===== src/hdl/eeprom_pkg.sv =====
package eeprom_pkg;

    typedef logic [10:0] ee_addr_t;   // 2 KB byte address
    typedef logic [7:0]  ee_byte_t;

    // one master's request
    typedef struct packed {
        logic     cyc;
        logic     stb;
        logic     we;
        ee_addr_t adr;
        ee_byte_t dat;
    } wb_req_t;

    typedef struct packed {
        logic     ack;
        logic     err;
        ee_byte_t dat;
    } wb_rsp_t;

    // CMD_START doubles as the repeated start
    typedef enum logic [1:0] {
        CMD_START,
        CMD_WRITE,
        CMD_READ,
        CMD_STOP
    } i2c_cmd_e;

    typedef enum logic [3:0] {
        IDLE,
        START,
        CTRL_W,
        ADDR,
        DATA_W,
        RESTART,
        CTRL_R,
        DATA_R,
        STOP,
        DONE
    } ctrl_state_e;

    localparam logic [3:0] EE_DEV_CODE = 4'b1010;   // control byte prefix

endpackage


===== src/hdl/eeprom_ctrl.sv =====
`timescale 1ns/1ps

module eeprom_ctrl (
    input  logic                 CLK,
    input  logic                 RESET,
    input  eeprom_pkg::wb_req_t  wb_req,
    output eeprom_pkg::wb_rsp_t  wb_rsp,
    output eeprom_pkg::i2c_cmd_e cmd,
    output eeprom_pkg::ee_byte_t tx_byte,
    output logic                 cmd_valid,
    input  logic                 ready,
    input  logic                 done,
    input  logic                 nack,
    input  eeprom_pkg::ee_byte_t rx_byte
);

    import eeprom_pkg::*;

    ctrl_state_e state;
    logic        issued;      // command of this state already handed over
    logic        nack_seen;
    logic        cmd_state;
    logic        req_we;
    ee_addr_t    req_adr;
    ee_byte_t    req_dat;
    ee_byte_t    rd_data;

    always_comb
    begin
        cmd       = CMD_WRITE;
        tx_byte   = '0;
        cmd_state = 1'b1;
        case (state)
            START, RESTART:
                cmd = CMD_START;
            CTRL_W:
                tx_byte = {EE_DEV_CODE, req_adr[10:8], 1'b0};
            ADDR:
                tx_byte = req_adr[7:0];
            DATA_W:
                tx_byte = req_dat;
            CTRL_R:
                tx_byte = {EE_DEV_CODE, req_adr[10:8], 1'b1};   // r/w = read
            DATA_R:
                cmd = CMD_READ;
            STOP:
                cmd = CMD_STOP;
            default:
                cmd_state = 1'b0;
        endcase
    end

    assign cmd_valid = cmd_state && !issued;

    always_ff @(posedge CLK)
    begin
        if (RESET)
        begin
            state     <= IDLE;
            issued    <= 1'b0;
            nack_seen <= 1'b0;
        end
        else
        begin
            if (cmd_valid)
                issued <= 1'b1;
            if (done)
                issued <= 1'b0;

            case (state)
                IDLE:
                    if (wb_req.cyc && wb_req.stb)
                    begin
                        nack_seen <= 1'b0;
                        state     <= START;
                    end
                START:
                    if (done)
                        state <= CTRL_W;
                CTRL_W, ADDR, CTRL_R:
                    if (done)
                    begin
                        if (nack)
                        begin
                            nack_seen <= 1'b1;   // abandon, close the bus
                            state     <= STOP;
                        end
                        else if (state == CTRL_R)
                            state <= DATA_R;
                        else if (state == CTRL_W)
                            state <= ADDR;
                        else
                            state <= req_we ? DATA_W : RESTART;
                    end
                DATA_W:
                    if (done)
                    begin
                        nack_seen <= nack;
                        state     <= STOP;
                    end
                RESTART:
                    if (done)
                        state <= CTRL_R;
                DATA_R, STOP:
                    if (done)
                        state <= (state == STOP) ? DONE : STOP;
                default:
                    state <= IDLE;   // DONE lasts one cycle
            endcase
        end
    end

    always_ff @(posedge CLK)
    begin
        if (state == IDLE && wb_req.cyc && wb_req.stb)
        begin
            req_we  <= wb_req.we;
            req_adr <= wb_req.adr;
            req_dat <= wb_req.dat;
        end
        if (state == DATA_R && done)
            rd_data <= rx_byte;
    end

    assign wb_rsp.ack = (state == DONE) && !nack_seen;
    assign wb_rsp.err = (state == DONE) && nack_seen;
    assign wb_rsp.dat = rd_data;

    // the response ends a request the master still holds
    a_rsp_excl: assert property (@(posedge CLK) disable iff (RESET)
        (wb_rsp.ack || wb_rsp.err) |-> (wb_rsp.ack != wb_rsp.err) && wb_req.cyc && wb_req.stb)
        else $error("eeprom_ctrl: ack/err overlap or no live request");

    a_cmd_ready: assert property (@(posedge CLK) disable iff (RESET)
        cmd_valid |-> ready)
        else $error("eeprom_ctrl: command issued while bit engine busy");

endmodule


===== config.mk =====
export PLATFORM = sky130hd
export DESIGN_NAME = eeprom_ctrl
export DESIGN_NICKNAME = d
export VERILOG_FILES = /design/src/hdl/eeprom_pkg.sv /design/src/hdl/eeprom_ctrl.sv
export SDC_FILE = /design/constraint.sdc
export NUM_CORES = 1
export LEC_CHECK = 0
export ABC_AREA = 1
export ABC_CLOCK_PERIOD_IN_PS = 2400
export CAP_MARGIN = 20
export CORE_ASPECT_RATIO = 1.1
export CORE_MARGIN = 5
export CORE_UTILIZATION = 45
export DETAILED_ROUTE_END_ITERATION = 7
export DONT_BUFFER_PORTS = 1
export SYNTH_ARGS = -nofsm -noshare
export SYNTH_HDL_FRONTEND = slang
export SYNTH_SLANG_ARGS = --single-unit

===== constraint.sdc =====
create_clock -name CLK -period 2.4 [get_ports CLK]
set_clock_uncertainty 0.15 [all_clocks]
set_input_delay 0.24 -clock CLK [delete_from_list [all_inputs] [get_ports CLK]]
set_output_delay 0.24 -clock CLK [all_outputs]
set_load 0.03 [all_outputs]

* Word-level counts from Yosys, hierarchy flattened *
Cells that the tools add are included.

storage, ports and cells
  logic and storage cells = 61
  register bits = 34
  output and inout port bits = 21
  input port bits = 35

cells by class
  equal/unequal tests = 16
  reductions and logical operators = 18
  muxes and demuxes = 20

operator list
  cell                                                                   count
  8-bit case mux with 4 select lines                                     1
  4-bit two-way mux                                                      7
  4-bit case mux with 6 select lines                                     1
  4-bit by 3-bit equality test with 1-bit output, second input constant  4
  2-bit != test, second input constant                                   7
  4-bit by 2-bit equality test with 1-bit output, second input constant  2
  4-bit equality test, second input constant                             2
  8-bit OR reduction                                                     1
  1-bit logical AND                                                      7
  1-bit two-way mux                                                      7
  3-bit two-way mux                                                      2
  2-bit case mux with 3 select lines                                     1
  6-bit AND reduction                                                    1
  2-bit OR reduction                                                     3
  5-bit AND reduction                                                    1
  4-bit by 1-bit equality test with 1-bit output, second input constant  1
  4-bit zero test                                                        1
  1-bit case mux with 3 select lines                                     1
  3-bit nonzero test                                                     1
  3-bit OR reduction                                                     1
  1-bit zero test                                                        2

* Logic depth before layout (Yosys ltp) *
Gate-level depths: netlist (run 1).

  depth in word-level cells = 6
  gate-level depth with buffers = 10
  depth with buffers taken out = 10

* Worst setup path before layout (run 1) *
No wires, ideal clock.

  path type = register -> register
  start = register state[3]
  end = register req_adr[0] (enable)
  path slack = 356 ps
  cell stages (with the launch flop) = 4
  path buffers = 0
  arrival = 1,497 ps
  period minus slack after synthesis = 2,044 ps
  data required time = 1,853 ps
  setup time = 397 ps
  path through = dfxtp_1 nor2_1 nand2_2 nor2_1

between the ends
  word-level cells in the longest chain between the ends = 3

RTL lines
  what                            line                RTL
  from (decl)                     eeprom_ctrl.sv:19   ctrl_state_e state;
  from (signal assigned)          eeprom_ctrl.sv:93   state <= req_we ? DATA_W : RESTART;
  from (signal assigned)          eeprom_ctrl.sv:106  state <= (state == STOP) ? DONE : STOP;
  4-bit zero test                 eeprom_ctrl.sv:115  if (state == IDLE && wb_req.cyc && wb_req.stb)
  1-bit logical AND (2 in a row)  eeprom_ctrl.sv:115
  to (signal assigned)            eeprom_ctrl.sv:118  req_adr <= wb_req.adr;
  to (decl)                       eeprom_ctrl.sv:24   ee_addr_t req_adr;

Every way passes these cells.
A chain may end at the register's enable or synchronous reset.

* Worst setup path in the final report (run 1) *
  start = register state[2]
  end = output tx_byte[5]

between the ends
  word-level cells in the longest chain between the ends = 2
  elaborated cells on any way between the ends = 5
  classes of those cells = 4 x eq/ne; 1 x mux

RTL lines
  what                                                                                                              line               RTL
  4-bit by 3-bit equality test with 1-bit output or 4-bit by 2-bit equality test with 1-bit output (tied branches)  eeprom_ctrl.sv:33  case (state)
  8-bit case mux with 4 select lines (*)                                                                            eeprom_ctrl.sv:33
  to (decl)                                                                                                         eeprom_ctrl.sv:9   output eeprom_pkg::ee_byte_t tx_byte,

Every way passes the cells marked *; elsewhere a longest branch is shown, timed or not.

==> metrics.md, run 1 <==
| Metric | Value |
|---|---|
| Setup CP Type | reg2out |
| Ys Warns | 0 |
| Detailed Routing Iterations Pass 1 | 5 |
| CP Launch Type | flop |
| Largest net degree at the start of global routing | 21 |
| Leakage Power | 0.744 nW |
| CTS root buf | clkbuf_4 |
| H-tree depth | 2 |
| Clock share of power | 17.3% |
| Worst hold path type | in2reg |
| Worst path max stage delay | 0.39 ns |
| Max_cap viols | 0 |
| CTS Buffer Depth | 2 |
| DRT Wirelength | 3040 um |
| Share of layout cells above drive strength 1 | 16.7% |
| Starting Density | 47.3% |
| Clock sink count | 34 |
| Synthesized area | 1470 sq um |
| Gr ovfl total | 0 |
| Final Hold Vio Count | 0 |
| Initial antenna violation count | 0 |
| Minimum clock period | 2.05 ns |
| Number of port buffers | 0 |
| Tot GR Track Use | 14.3% |
| Reg2Reg Depth | 4 |
| Row count | 21 |
| Later-pin clock latency in the skew report | 0.33 ns |
| GR peak layer | met2 |
| Number of gates resized after CTS | 0 |
| Worst setup EP type | output pin |
| Register bit count reported by yosys | 34 |
| Critical-path cell list | inv_1 > nor2_2 > nand2_2 > inv_2 > a221o_1 |
| Logic pwr share | 36.7% |
| Status | finished clean |
| Crit path DAT | 1.66 ns |
| Met1 Use GR | 13.8% |
| CTS clk-pin slew, worst paths | 0.09 ns |
| Ports | 56 |
| Post-DP HPWL | 2140 um |
| Final period utilization | 85.4% |
| RSZ-0062 raised after global routing | false |
| Setup tns final | 0 ns |
| Die height | 69.9 um |
| Net switching component of the power | 0.000644 W |
| Die Span X | 64.5 um |
| CP max FO | 9 |
| Diodes inserted | 0 |
| Max-Slew Margin vs Limit | 57.6% |
| Hold Path Stages | 4 |
| Cell Count, Final, Fillers Out | 208 |
| Routing usage on met2 | 25.7% |
| Routed WL per cell | 14.6 um |
| Met3 Use GR | 6.89% |
| Sequential-to-total area share from yosys stat | 65.5% |
| Sw Ratio | 38.6% |
| Remaining DRCs | 0 |
| Distinct cells, synth | 19 |
| Worst slew pin tran | 0.633 ns |
| First-pass GRT wire length | 4870 um |
| DP Cell Count | 171 |
| Commonest non-fill, non-tap cell in the layout | nand2_1 |
| Syn Nets | 170 |
| Global placer's final weighted congestion | 0.826 |
| Int Power | 0.00103 W |
| Slew Limit Fails | 0 |
| Setup-failing EPs final | 0 |
| Core Region | 3100 sq um |
| Vias post-DR | 1070 |
| Fin nets | 208 |
| Avg Inst Size Synth | 10.9 sq um |
| Maximum clock rate | 0.488 GHz |
| Avg Vias per Cell | 5.14 |
| Initial DRC count | 39 |
| Critical path required time | 2.01 ns |
| Pre-CTS setup slack | 0.614 ns |
| Slowest-stage cell, CP | dfxtp_1 |
| Setup ws final | 0.351 ns |
| TritonCTS buffer count | 5 |
| Commonest non-fill, non-tap cells in the layout | 34 x nand2_1, 29 x dlygate4sd3_1, 28 x edfxtp_1 |
| Synth Instances | 135 |
| Pwr dens | 895 nW/um^2 |
| Final ANT Viol Nets | 0 |
| P&R area growth vs syn | 27.2% |
| Sequential share of power | 46.0% |
| Die ar. | 4500 sq um |
| Maximum VDD drop | 441 uV |
| TritonCTS clock tree | yes |
| Vias in the first global route | 1048 |
[Yosys cell counts]
cell,count,share of area (%)
edfxtp_1,28,57
nand3_1,10,3.4
a22o_1,2,1.2
a21boi_2,1,0.77
dfxtp_1,6,8.2
nand2_1,34,8.7
a21oi_1,7,2.4
inv_2,4,1.0
nand4_1,1,0.43
nand2_4,2,1.5
inv_1,8,2.0
a221o_1,2,1.4
nor2_2,3,1.3
nor3b_2,1,0.85
nand3_2,4,2.7
o21ai_0,3,1.0
o21ai_1,1,0.34
nand2_2,5,2.1
nor2_1,13,3.3
[critical path, delay by kind of cell (launching register included)]
kind / cells / cell delay (ns)
flops: 1 / 0.39
buf+inv: 2 / 0.25
simple gates: 2 / 0.32
compound gates: 1 / 0.37
[path summary, 6_finish.rpt]
kind,from,end,slack [ns]
worst max-delay path,state[2]$_SDFFE_PP0P_,tx_byte[5],0.35
worst min-delay path,nack,state[3]$_SDFFE_PP0P_,0.02
worst max register to register,state[2]$_SDFFE_PP0P_,rd_data[7]$_DFFE_PP_,0.61
worst min register to register,state[2]$_SDFFE_PP0P_,state[2]$_SDFFE_PP0P_,0.37
[per-layer routing]
layer  up-vias  routed length [um]  part of all wire (%)
met5         -                   0                     0
met4         0                  47                   1.5
met3         6                 278                   9.1
met2        40                1560                    51
met1       485                1150                    38
li1        539                   -                     -
[kinds of logic (layout without fill, tap and decap cells)]
group	count (synthesis)	count (layout)	synth area share, %
and+or+nand+nor	73	73	24.4
DFF	34	34	65.5
AOI/OAI and AO/OA	16	16	7.08
buffers and inverters	12	51	3.07
[metrics by stage]
step	cell area, sq um	total power [W]	hold slack, ns	util (%)
floorplan	1470	0.00125	0.159	-
global placement	1530	0.00134	0.161	49.2
detailed placement	1530	0.00135	0.162	49.2
CTS	1870	0.00168	0.00776	60.2
global route	1870	0.00179	0.0252	60.2
finish	1870	0.00167	0.0193	60.2
[timing repair]
item	in CTS	in global routing
hold buffers	29	0
endpoints found under the hold margin	34	0
setup buffers	0	0
[power groups by stage]
stage / sequential [W] / clock (W) / combinational, W
finish: 0.000767 / 0.000290 / 0.000613
global route: 0.000775 / 0.000330 / 0.000683
CTS: 0.000766 / 0.000299 / 0.000614
detailed placement: 0.000781 / 0 / 0.000574
global placement: 0.000777 / 0 / 0.000562
floorplan: 0.000771 / 0 / 0.000480
[state kept, by name, indices dropped and copies added, names as in the netlist]
register and count:
req_dat 8, state 4, nack_seen 1, issued 1, rd_data 8, req_adr 11
req_we 1
[layout make-up]
cell class / count / area, sq um
multi-input combinational: 89 / 462
tap: 34 / 42.5
fill: 256 / 1230
timing repair buffer: 31 / 305
inverter: 12 / 45.0
sequential: 34 / 961
clock buffer: 6 / 41.3
clock inverter: 2 / 10.0
Power figures use the tool's default switching activity.
==> run 2, diff against run 1 <==
--- a/config.mk
+++ b/config.mk
@@ -8,7 +8,7 @@
 export ABC_AREA = 1
 export ABC_CLOCK_PERIOD_IN_PS = 2400
 export CAP_MARGIN = 20
-export CORE_ASPECT_RATIO = 1.1
+export CORE_ASPECT_RATIO = 1.75
 export CORE_MARGIN = 5
 export CORE_UTILIZATION = 45
 export DETAILED_ROUTE_END_ITERATION = 7
==> metrics.md, run 2 (synthesized netlist as in run 1, its figures left out) <==
| Metric | Value |
|---|---|
| Critical path required time | 2.01 ns (about the same) |
| Final period utilization | 84.1% (was 85.4%) |
| Crit path max-delay family | flip-flops (unchanged) |
| CTS Buffer Depth | 2 (unchanged) |
| Core Region | 3140 sq um (was 3100 sq um) |
| Tot GR Track Use | 14.6% (was 14.3%) |
| Gr ovfl total | 0 (unchanged) |
| Ports | 56 (unchanged) |
| Vias in the first global route | 1037 (was 1048) |
| Worst slew pin tran | 0.633 ns (about the same) |
| Clock sink count | 34 (unchanged) |
| Largest net degree at the start of global routing | 21 (unchanged) |
| Worst hold path type | in2reg (unchanged) |
| Max reg flops | 11 (unchanged) |
| Share of layout cells above drive strength 1 | 16.7% (unchanged) |
| Number of port buffers | 0 (unchanged) |
| H-tree depth | 2 (unchanged) |
| Die ar. | 4550 sq um (was 4500 sq um) |
| TritonCTS buffer count | 5 (unchanged) |
| Fillers | 273 (was 256) |
| Routed WL per cell | 14.4 um (was 14.6 um) |
| Leakage Power | 0.754 nW (was 0.744 nW) |
| Fin nets | 208 (unchanged) |
| Setup CP Type | reg2out (unchanged) |
| Final ANT Viol Nets | 0 (unchanged) |
| Util after Layout | 60.9% (was 60.2%) |
| Worst path max stage delay | 0.40 ns (was 0.39 ns) |
| Slew Limit Fails | 0 (unchanged) |
| Detailed Routing Iterations Pass 1 | 4 (was 5) |
| Minimum clock period | 2.02 ns (was 2.05 ns) |
| Crit path DAT | 1.63 ns (was 1.66 ns) |
| Setup-failing EPs final | 0 (unchanged) |
| Maximum clock rate | 0.495 GHz (was 0.488 GHz) |
| Final Hold Vio Count | 0 (unchanged) |
| Row count | 27 (was 21) |
| Die Span X | 53.2 um (was 64.5 um) |
| Critical-path cell list | inv_1 > nor2_2 > nand2_2 > inv_2 > a221o_1 (unchanged) |
| Cell Count, Final, Fillers Out | 217 (was 208) |
| Later-pin clock latency in the skew report | 0.28 ns (was 0.33 ns) |
| DRT Wirelength | 3130 um (was 3040 um) |
| RSZ-0062 raised after global routing | false (unchanged) |
| Initial DRC count | 13 (was 39) |
| CTS clk-pin slew, worst paths | 0.07 ns (was 0.09 ns) |
| Commonest non-fill, non-tap cells in the layout | 34 x nand2_1, 29 x dlygate4sd3_1, 28 x edfxtp_1 (unchanged) |
| First-pass GRT wire length | 4620 um (was 4870 um) |
| P&R area growth vs syn | 30.3% (was 27.2%) |
| WHS | 0.0907 ns (was 0.0193 ns) |
| Post-DP HPWL | 2230 um (was 2140 um) |
| Commonest non-fill, non-tap cell in the layout | nand2_1 (unchanged) |
| CP max FO | 9 (unchanged) |
| Diodes inserted | 0 (unchanged) |
| CP Launch Type | flop (unchanged) |
| CP bufs+invs | 2 (unchanged) |
| Worst setup EP type | output pin (unchanged) |
| Setup tns final | 0 ns (unchanged) |
| Global placer's final weighted congestion | 0.918 (was 0.826) |
| CTS root buf | clkbuf_8 (was clkbuf_4) |
| Starting Density | 46.7% (was 47.3%) |
| Regs by FF count | req_adr: 11 flops, rd_data: 8 flops, req_dat: 8 flops (unchanged) |
| Initial antenna violation count | 0 (unchanged) |
| Status | finished clean (unchanged) |
| Register with the most flip-flops | req_adr (unchanged) |
| Remaining DRCs | 0 (unchanged) |
| Maximum VDD drop | 584 uV (was 441 uV) |
| Max-Slew Margin vs Limit | 57.6% (about the same) |
| Slowest-stage cell, CP | dfxtp_1 (unchanged) |
| DP Cell Count | 180 (was 171) |
| Pwr dens | 925 nW/um^2 (was 895 nW/um^2) |
| Max_cap viols | 0 (unchanged) |
| Vias post-DR | 1070 (unchanged) |
| TritonCTS clock tree | yes (unchanged) |
| Number of gates resized after CTS | 0 (unchanged) |
| Die height | 85.6 um (was 69.9 um) |
| Avg Vias per Cell | 4.93 (was 5.14) |
==> run 2: cell types whose count changed in the layout (fill, tap and decap cells not counted), sizes merged <==
cell	change
clkbuf	-1
clkinvlp	+1
==> run 2: metrics by stage <==
step | worst slack (ns) | area [sq um] | power (W)
after floorplan | 0.356 | 1470 | 0.00125
final | 0.380 | 1910 | 0.00177
after global routing | 0.286 | 1910 | 0.00188
after detailed placement | 0.550 | 1540 | 0.00135
after CTS | 0.379 | 1910 | 0.00179
after global placement | 0.618 | 1540 | 0.00135
==> run 2: final cells by class <==
| class | count | area, sq um | area share, % |
|---|---|---|---|
| Clock buffer | 5 | 68.8 | 3.60 |
| Clock inverter | 3 | 16.3 | 0.851 |
| Inverter | 12 | 45.0 | 2.36 |
| Multi-Input combinational cell | 89 | 462 | 24.1 |
| Sequential cell | 34 | 961 | 50.3 |
| Tap cell | 43 | 53.8 | 2.81 |
| Timing Repair Buffer | 31 | 305 | 16.0 |
==> run 2: where the power goes <==
part,internal (W),switching (W)
sequential,0.000724,0.0000442
clock,0.000198,0.000193
combinational,0.000191,0.000418
total,0.00111,0.000655
==> run 2: path summary, 6_finish.rpt <==
check                    startpoint                     end  slack, ns  depth (start not counted)
max           state[2]$_SDFFE_PP0P_              tx_byte[5]       0.38                          5
max reg2reg   state[2]$_SDFFE_PP0P_    rd_data[5]$_DFFE_PP_       0.56                          4
min                            nack   state[1]$_SDFFE_PP0P_       0.09                          3
min reg2reg  nack_seen$_SDFFE_PP0P_  nack_seen$_SDFFE_PP0P_       0.38                          2
==> run 2: routing by layer <==
metal / global-route usage (%) / part of all wire (%) / up-vias
met1: 13.4 / 35 / 486
met2: 26.6 / 57 / 40
met3: 5.22 / 6.9 / 4
li1: - / - / 540
met5: 0 / 0 / -
met4: 7.44 / 1.4 / 0
==> run 2: repair_timing <==
item                      4_1_cts  5_1_grt
hold buffers                   29        0
hold endpoints to repair       34        0
setup buffers                   0        0
==> run 2: worst reg2reg max path: cells and delay by family (launching register included) <==
kind / cells / cell delay [ns]
flip-flops: 1 / 0.40
AND/OR/NAND/NOR: 3 / 0.85
buffers and inverters: 1 / 0.08
==> run 3, diff against run 2 <==
--- a/config.mk
+++ b/config.mk
@@ -6,7 +6,7 @@
 export NUM_CORES = 1
 export LEC_CHECK = 0
 export ABC_AREA = 1
-export ABC_CLOCK_PERIOD_IN_PS = 2400
+export ABC_CLOCK_PERIOD_IN_PS = 2000
 export CAP_MARGIN = 20
 export CORE_ASPECT_RATIO = 1.75
 export CORE_MARGIN = 5
==> constraint.sdc (replaced) <==
create_clock -name CLK -period 2 [get_ports CLK]
set_clock_uncertainty 0.15 [all_clocks]
set_input_delay 0.2 -clock CLK [delete_from_list [all_inputs] [get_ports CLK]]
set_output_delay 0.2 -clock CLK [all_outputs]
set_load 0.03 [all_outputs]
==> metrics.md, run 3 (synthesized netlist as in run 1, its figures left out) <==
| Metric | Value |
|---|---|
| Status | finished clean (unchanged) |
| Maximum VDD drop | 795 uV (was 584 uV) |
| Tot GR Track Use | 15.0% (was 14.6%) |
| Vias in the first global route | 1143 (was 1037) |
| Worst slew pin tran | 0.344 ns (was 0.633 ns) |
| RSZ-0062 raised after global routing | false (unchanged) |
| Worst hold path type | in2reg (unchanged) |
| Worst Hold End | state[3]$_SDFFE_PP0P_ (was state[1]$_SDFFE_PP0P_) |
| Final Hold Vio Count | 0 (unchanged) |
| Max-Slew Margin vs Limit | 77.0% (was 57.6%) |
| CTS Buffer Depth | 2 (unchanged) |
| Setup tns final | 0 ns (unchanged) |
| Initial antenna violation count | 0 (unchanged) |
| Avg Vias per Cell | 5.08 (was 4.93) |
| Reg2Reg Depth | 9 (was 4) |
| Worst setup EP type | output pin (unchanged) |
| Core Region | 3140 sq um (unchanged) |
| Worst path max stage delay | 0.43 ns (was 0.40 ns) |
| CTS root buf | clkbuf_8 (unchanged) |
| Remaining DRCs | 0 (unchanged) |
| P&R area growth vs syn | 34.3% (was 30.3%) |
| Register with the most flip-flops | req_adr (unchanged) |
| Ports | 56 (unchanged) |
| Setup-failing EPs final | 0 (unchanged) |
| Regs by FF count | req_adr: 11 flops, rd_data: 8 flops, req_dat: 8 flops (unchanged) |
| Die Span X | 53.2 um (unchanged) |
| Number of port buffers | 0 (unchanged) |
| Area of the multi-input gates | 474 sq um (was 462 sq um) |
| Hold_sp | nack (unchanged) |
| Pwr dens | 1100 nW/um^2 (was 925 nW/um^2) |
| Die height | 85.6 um (unchanged) |
| Final period utilization | 94.5% |
| R2R Path End | nack_seen$_SDFFE_PP0P_ (was rd_data[5]$_DFFE_PP_) |
| Later-pin clock latency in the skew report | 0.29 ns (was 0.28 ns) |
| Routed WL per cell | 14.7 um (was 14.4 um) |
| RR Startpoint | state[0]$_SDFFE_PP0P_ (was state[2]$_SDFFE_PP0P_) |
| Leakage Power | 0.795 nW (was 0.754 nW) |
| Slowest-stage cell, CP | dfxtp_1 (unchanged) |
| Clock sink count | 34 (unchanged) |
| Global placer's final weighted congestion | 0.849 (was 0.918) |
| Initial DRC count | 12 (was 13) |
| Die ar. | 4550 sq um (unchanged) |
| CTS clk-pin slew, worst paths | 0.07 ns (about the same) |
| Final ANT Viol Nets | 0 (unchanged) |
| Most used cell along the critical path | inv_1 |
| Sequential cell area | 962 sq um (was 961 sq um) |
| Post-DP HPWL | 2270 um (was 2230 um) |
| Max reg flops | 11 (unchanged) |
| TritonCTS buffer count | 5 (unchanged) |
| WHS | 0.0483 ns (was 0.0907 ns) |
| Hold Path Stages | 4 (was 3) |
| Crit path DAT | 1.54 ns (was 1.63 ns) |
| Setup Buffers After CTS | 0 (unchanged) |
| Max_cap viols | 0 (unchanged) |
| Setup CP Type | reg2out (unchanged) |
| Fillers | 263 (was 273) |
| Slew Limit Fails | 0 (unchanged) |
| Largest net degree at the start of global routing | 21 (unchanged) |
| Maximum clock rate | 0.529 GHz |
| CP max FO | 6 (was 9) |
| Share of layout cells above drive strength 1 | 22.8% (was 16.7%) |
| Starting Density | 46.7% (unchanged) |
| Minimum clock period | 1.89 ns |
| H-tree depth | 2 (unchanged) |
| First-pass GRT wire length | 4820 um (was 4620 um) |
| Fin nets | 214 (was 208) |
| Gr ovfl total | 0 (unchanged) |
| Row count | 27 (unchanged) |
| CP Launch Type | flop (unchanged) |
| Vias post-DR | 1132 (was 1070) |
| Commonest non-fill, non-tap cell in the layout | nand2_1 (unchanged) |
| Critical-path cell list | inv_1 > nand3_2 > inv_1 > a221o_2 (was inv_1 > nor2_2 > nand2_2 > inv_2 > a221o_1) |
| DRT Wirelength | 3270 um (was 3130 um) |
| Diodes inserted | 0 (unchanged) |
| Commonest non-fill, non-tap cells in the layout | 34 x nand2_1, 29 x dlygate4sd3_1, 28 x edfxtp_1 (unchanged) |
| R2R setup slack | 0.44 ns (was 0.56 ns) |
| Detailed Routing Iterations Pass 1 | 4 (unchanged) |
| TritonCTS clock tree | yes (unchanged) |
| Critical path required time | 1.65 ns (was 2.01 ns) |
-- run 3: worst max-delay path by stage --
| stage | startpoint | to | slack, ns | depth (start not counted) |
|---|---|---|---|---|
| final | state[0]$_SDFFE_PP0P_ | tx_byte[5] | 0.11 | 4 |
| after CTS | state[3]$_SDFFE_PP0P_ | tx_byte[5] | 0.04 | 4 |
| after global placement | state[3]$_SDFFE_PP0P_ | tx_byte[5] | 0.34 | 4 |
| after detailed placement | state[1]$_SDFFE_PP0P_ | tx_byte[5] | 0.36 | 5 |
| after floorplan | state[3]$_SDFFE_PP0P_ | req_adr[0]$_DFFE_PP_ | 0.28 | 3 |
| after global routing | state[3]$_SDFFE_PP0P_ | tx_byte[5] | 0.01 | 4 |
-- run 3: cell type report --
class                           instances  share of cell area (%)
Sequential cell                        34                    48.8
Multi-Input combinational cell         89                    24.1
Timing Repair Buffer                   37                    17.8
Clock buffer                            5                    3.49
Tap cell                               43                    2.73
Inverter                               12                    2.29
Clock inverter                          3                   0.825
-- run 3: power by group --
part	switching (W)	total (W)	internal, W	leakage (nW)
clock network	0.000242	0.000480	0.000238	0.0416
logic	0.000511	0.000770	0.000258	0.447
registers	0.0000550	0.000925	0.000870	0.307
total	0.000808	0.00217	0.00137	0.795
-- run 3: per-layer routing --
| metal | track usage (%) | vias to the layer above | part of all wire [%] |
|---|---|---|---|
| li1 | - | 550 | - |
| met1 | 12.4 | 523 | 34 |
| met2 | 28.1 | 52 | 55 |
| met3 | 5.04 | 7 | 7.8 |
| met4 | 9.30 | 0 | 3.0 |
| met5 | 0 | - | 0 |
-- run 3: what timing repair did --
action,CTS,global route
endpoints found under the setup margin,0,8
resized for setup,0,5
hold buffers,29,0
hold endpoints to repair,34,0
-- run 3: critical path: cells and delay by family (launching register included) --
kind / cells / cell delay [ns]
AND/OR/NAND/NOR: 1 / 0.16
flip-flops: 1 / 0.43
buffers and inverters: 2 / 0.25
AO/OA/AOI/OAI: 1 / 0.41
-- run 3: stage by stage --
step / util [%] / power (W) / worst slack (ns) / area (sq um) / cells
finish: 62.7 / 0.00217 / 0.110 / 1970 / 223
CTS: 62.4 / 0.00218 / 0.0361 / 1960 / 223
global route: 62.7 / 0.00231 / 0.0144 / 1970 / 223
floorplan: - / 0.00150 / 0.281 / 1470 / 135
global placement: 50.4 / 0.00165 / 0.340 / 1580 / 186
detailed placement: 50.4 / 0.00166 / 0.363 / 1580 / 186
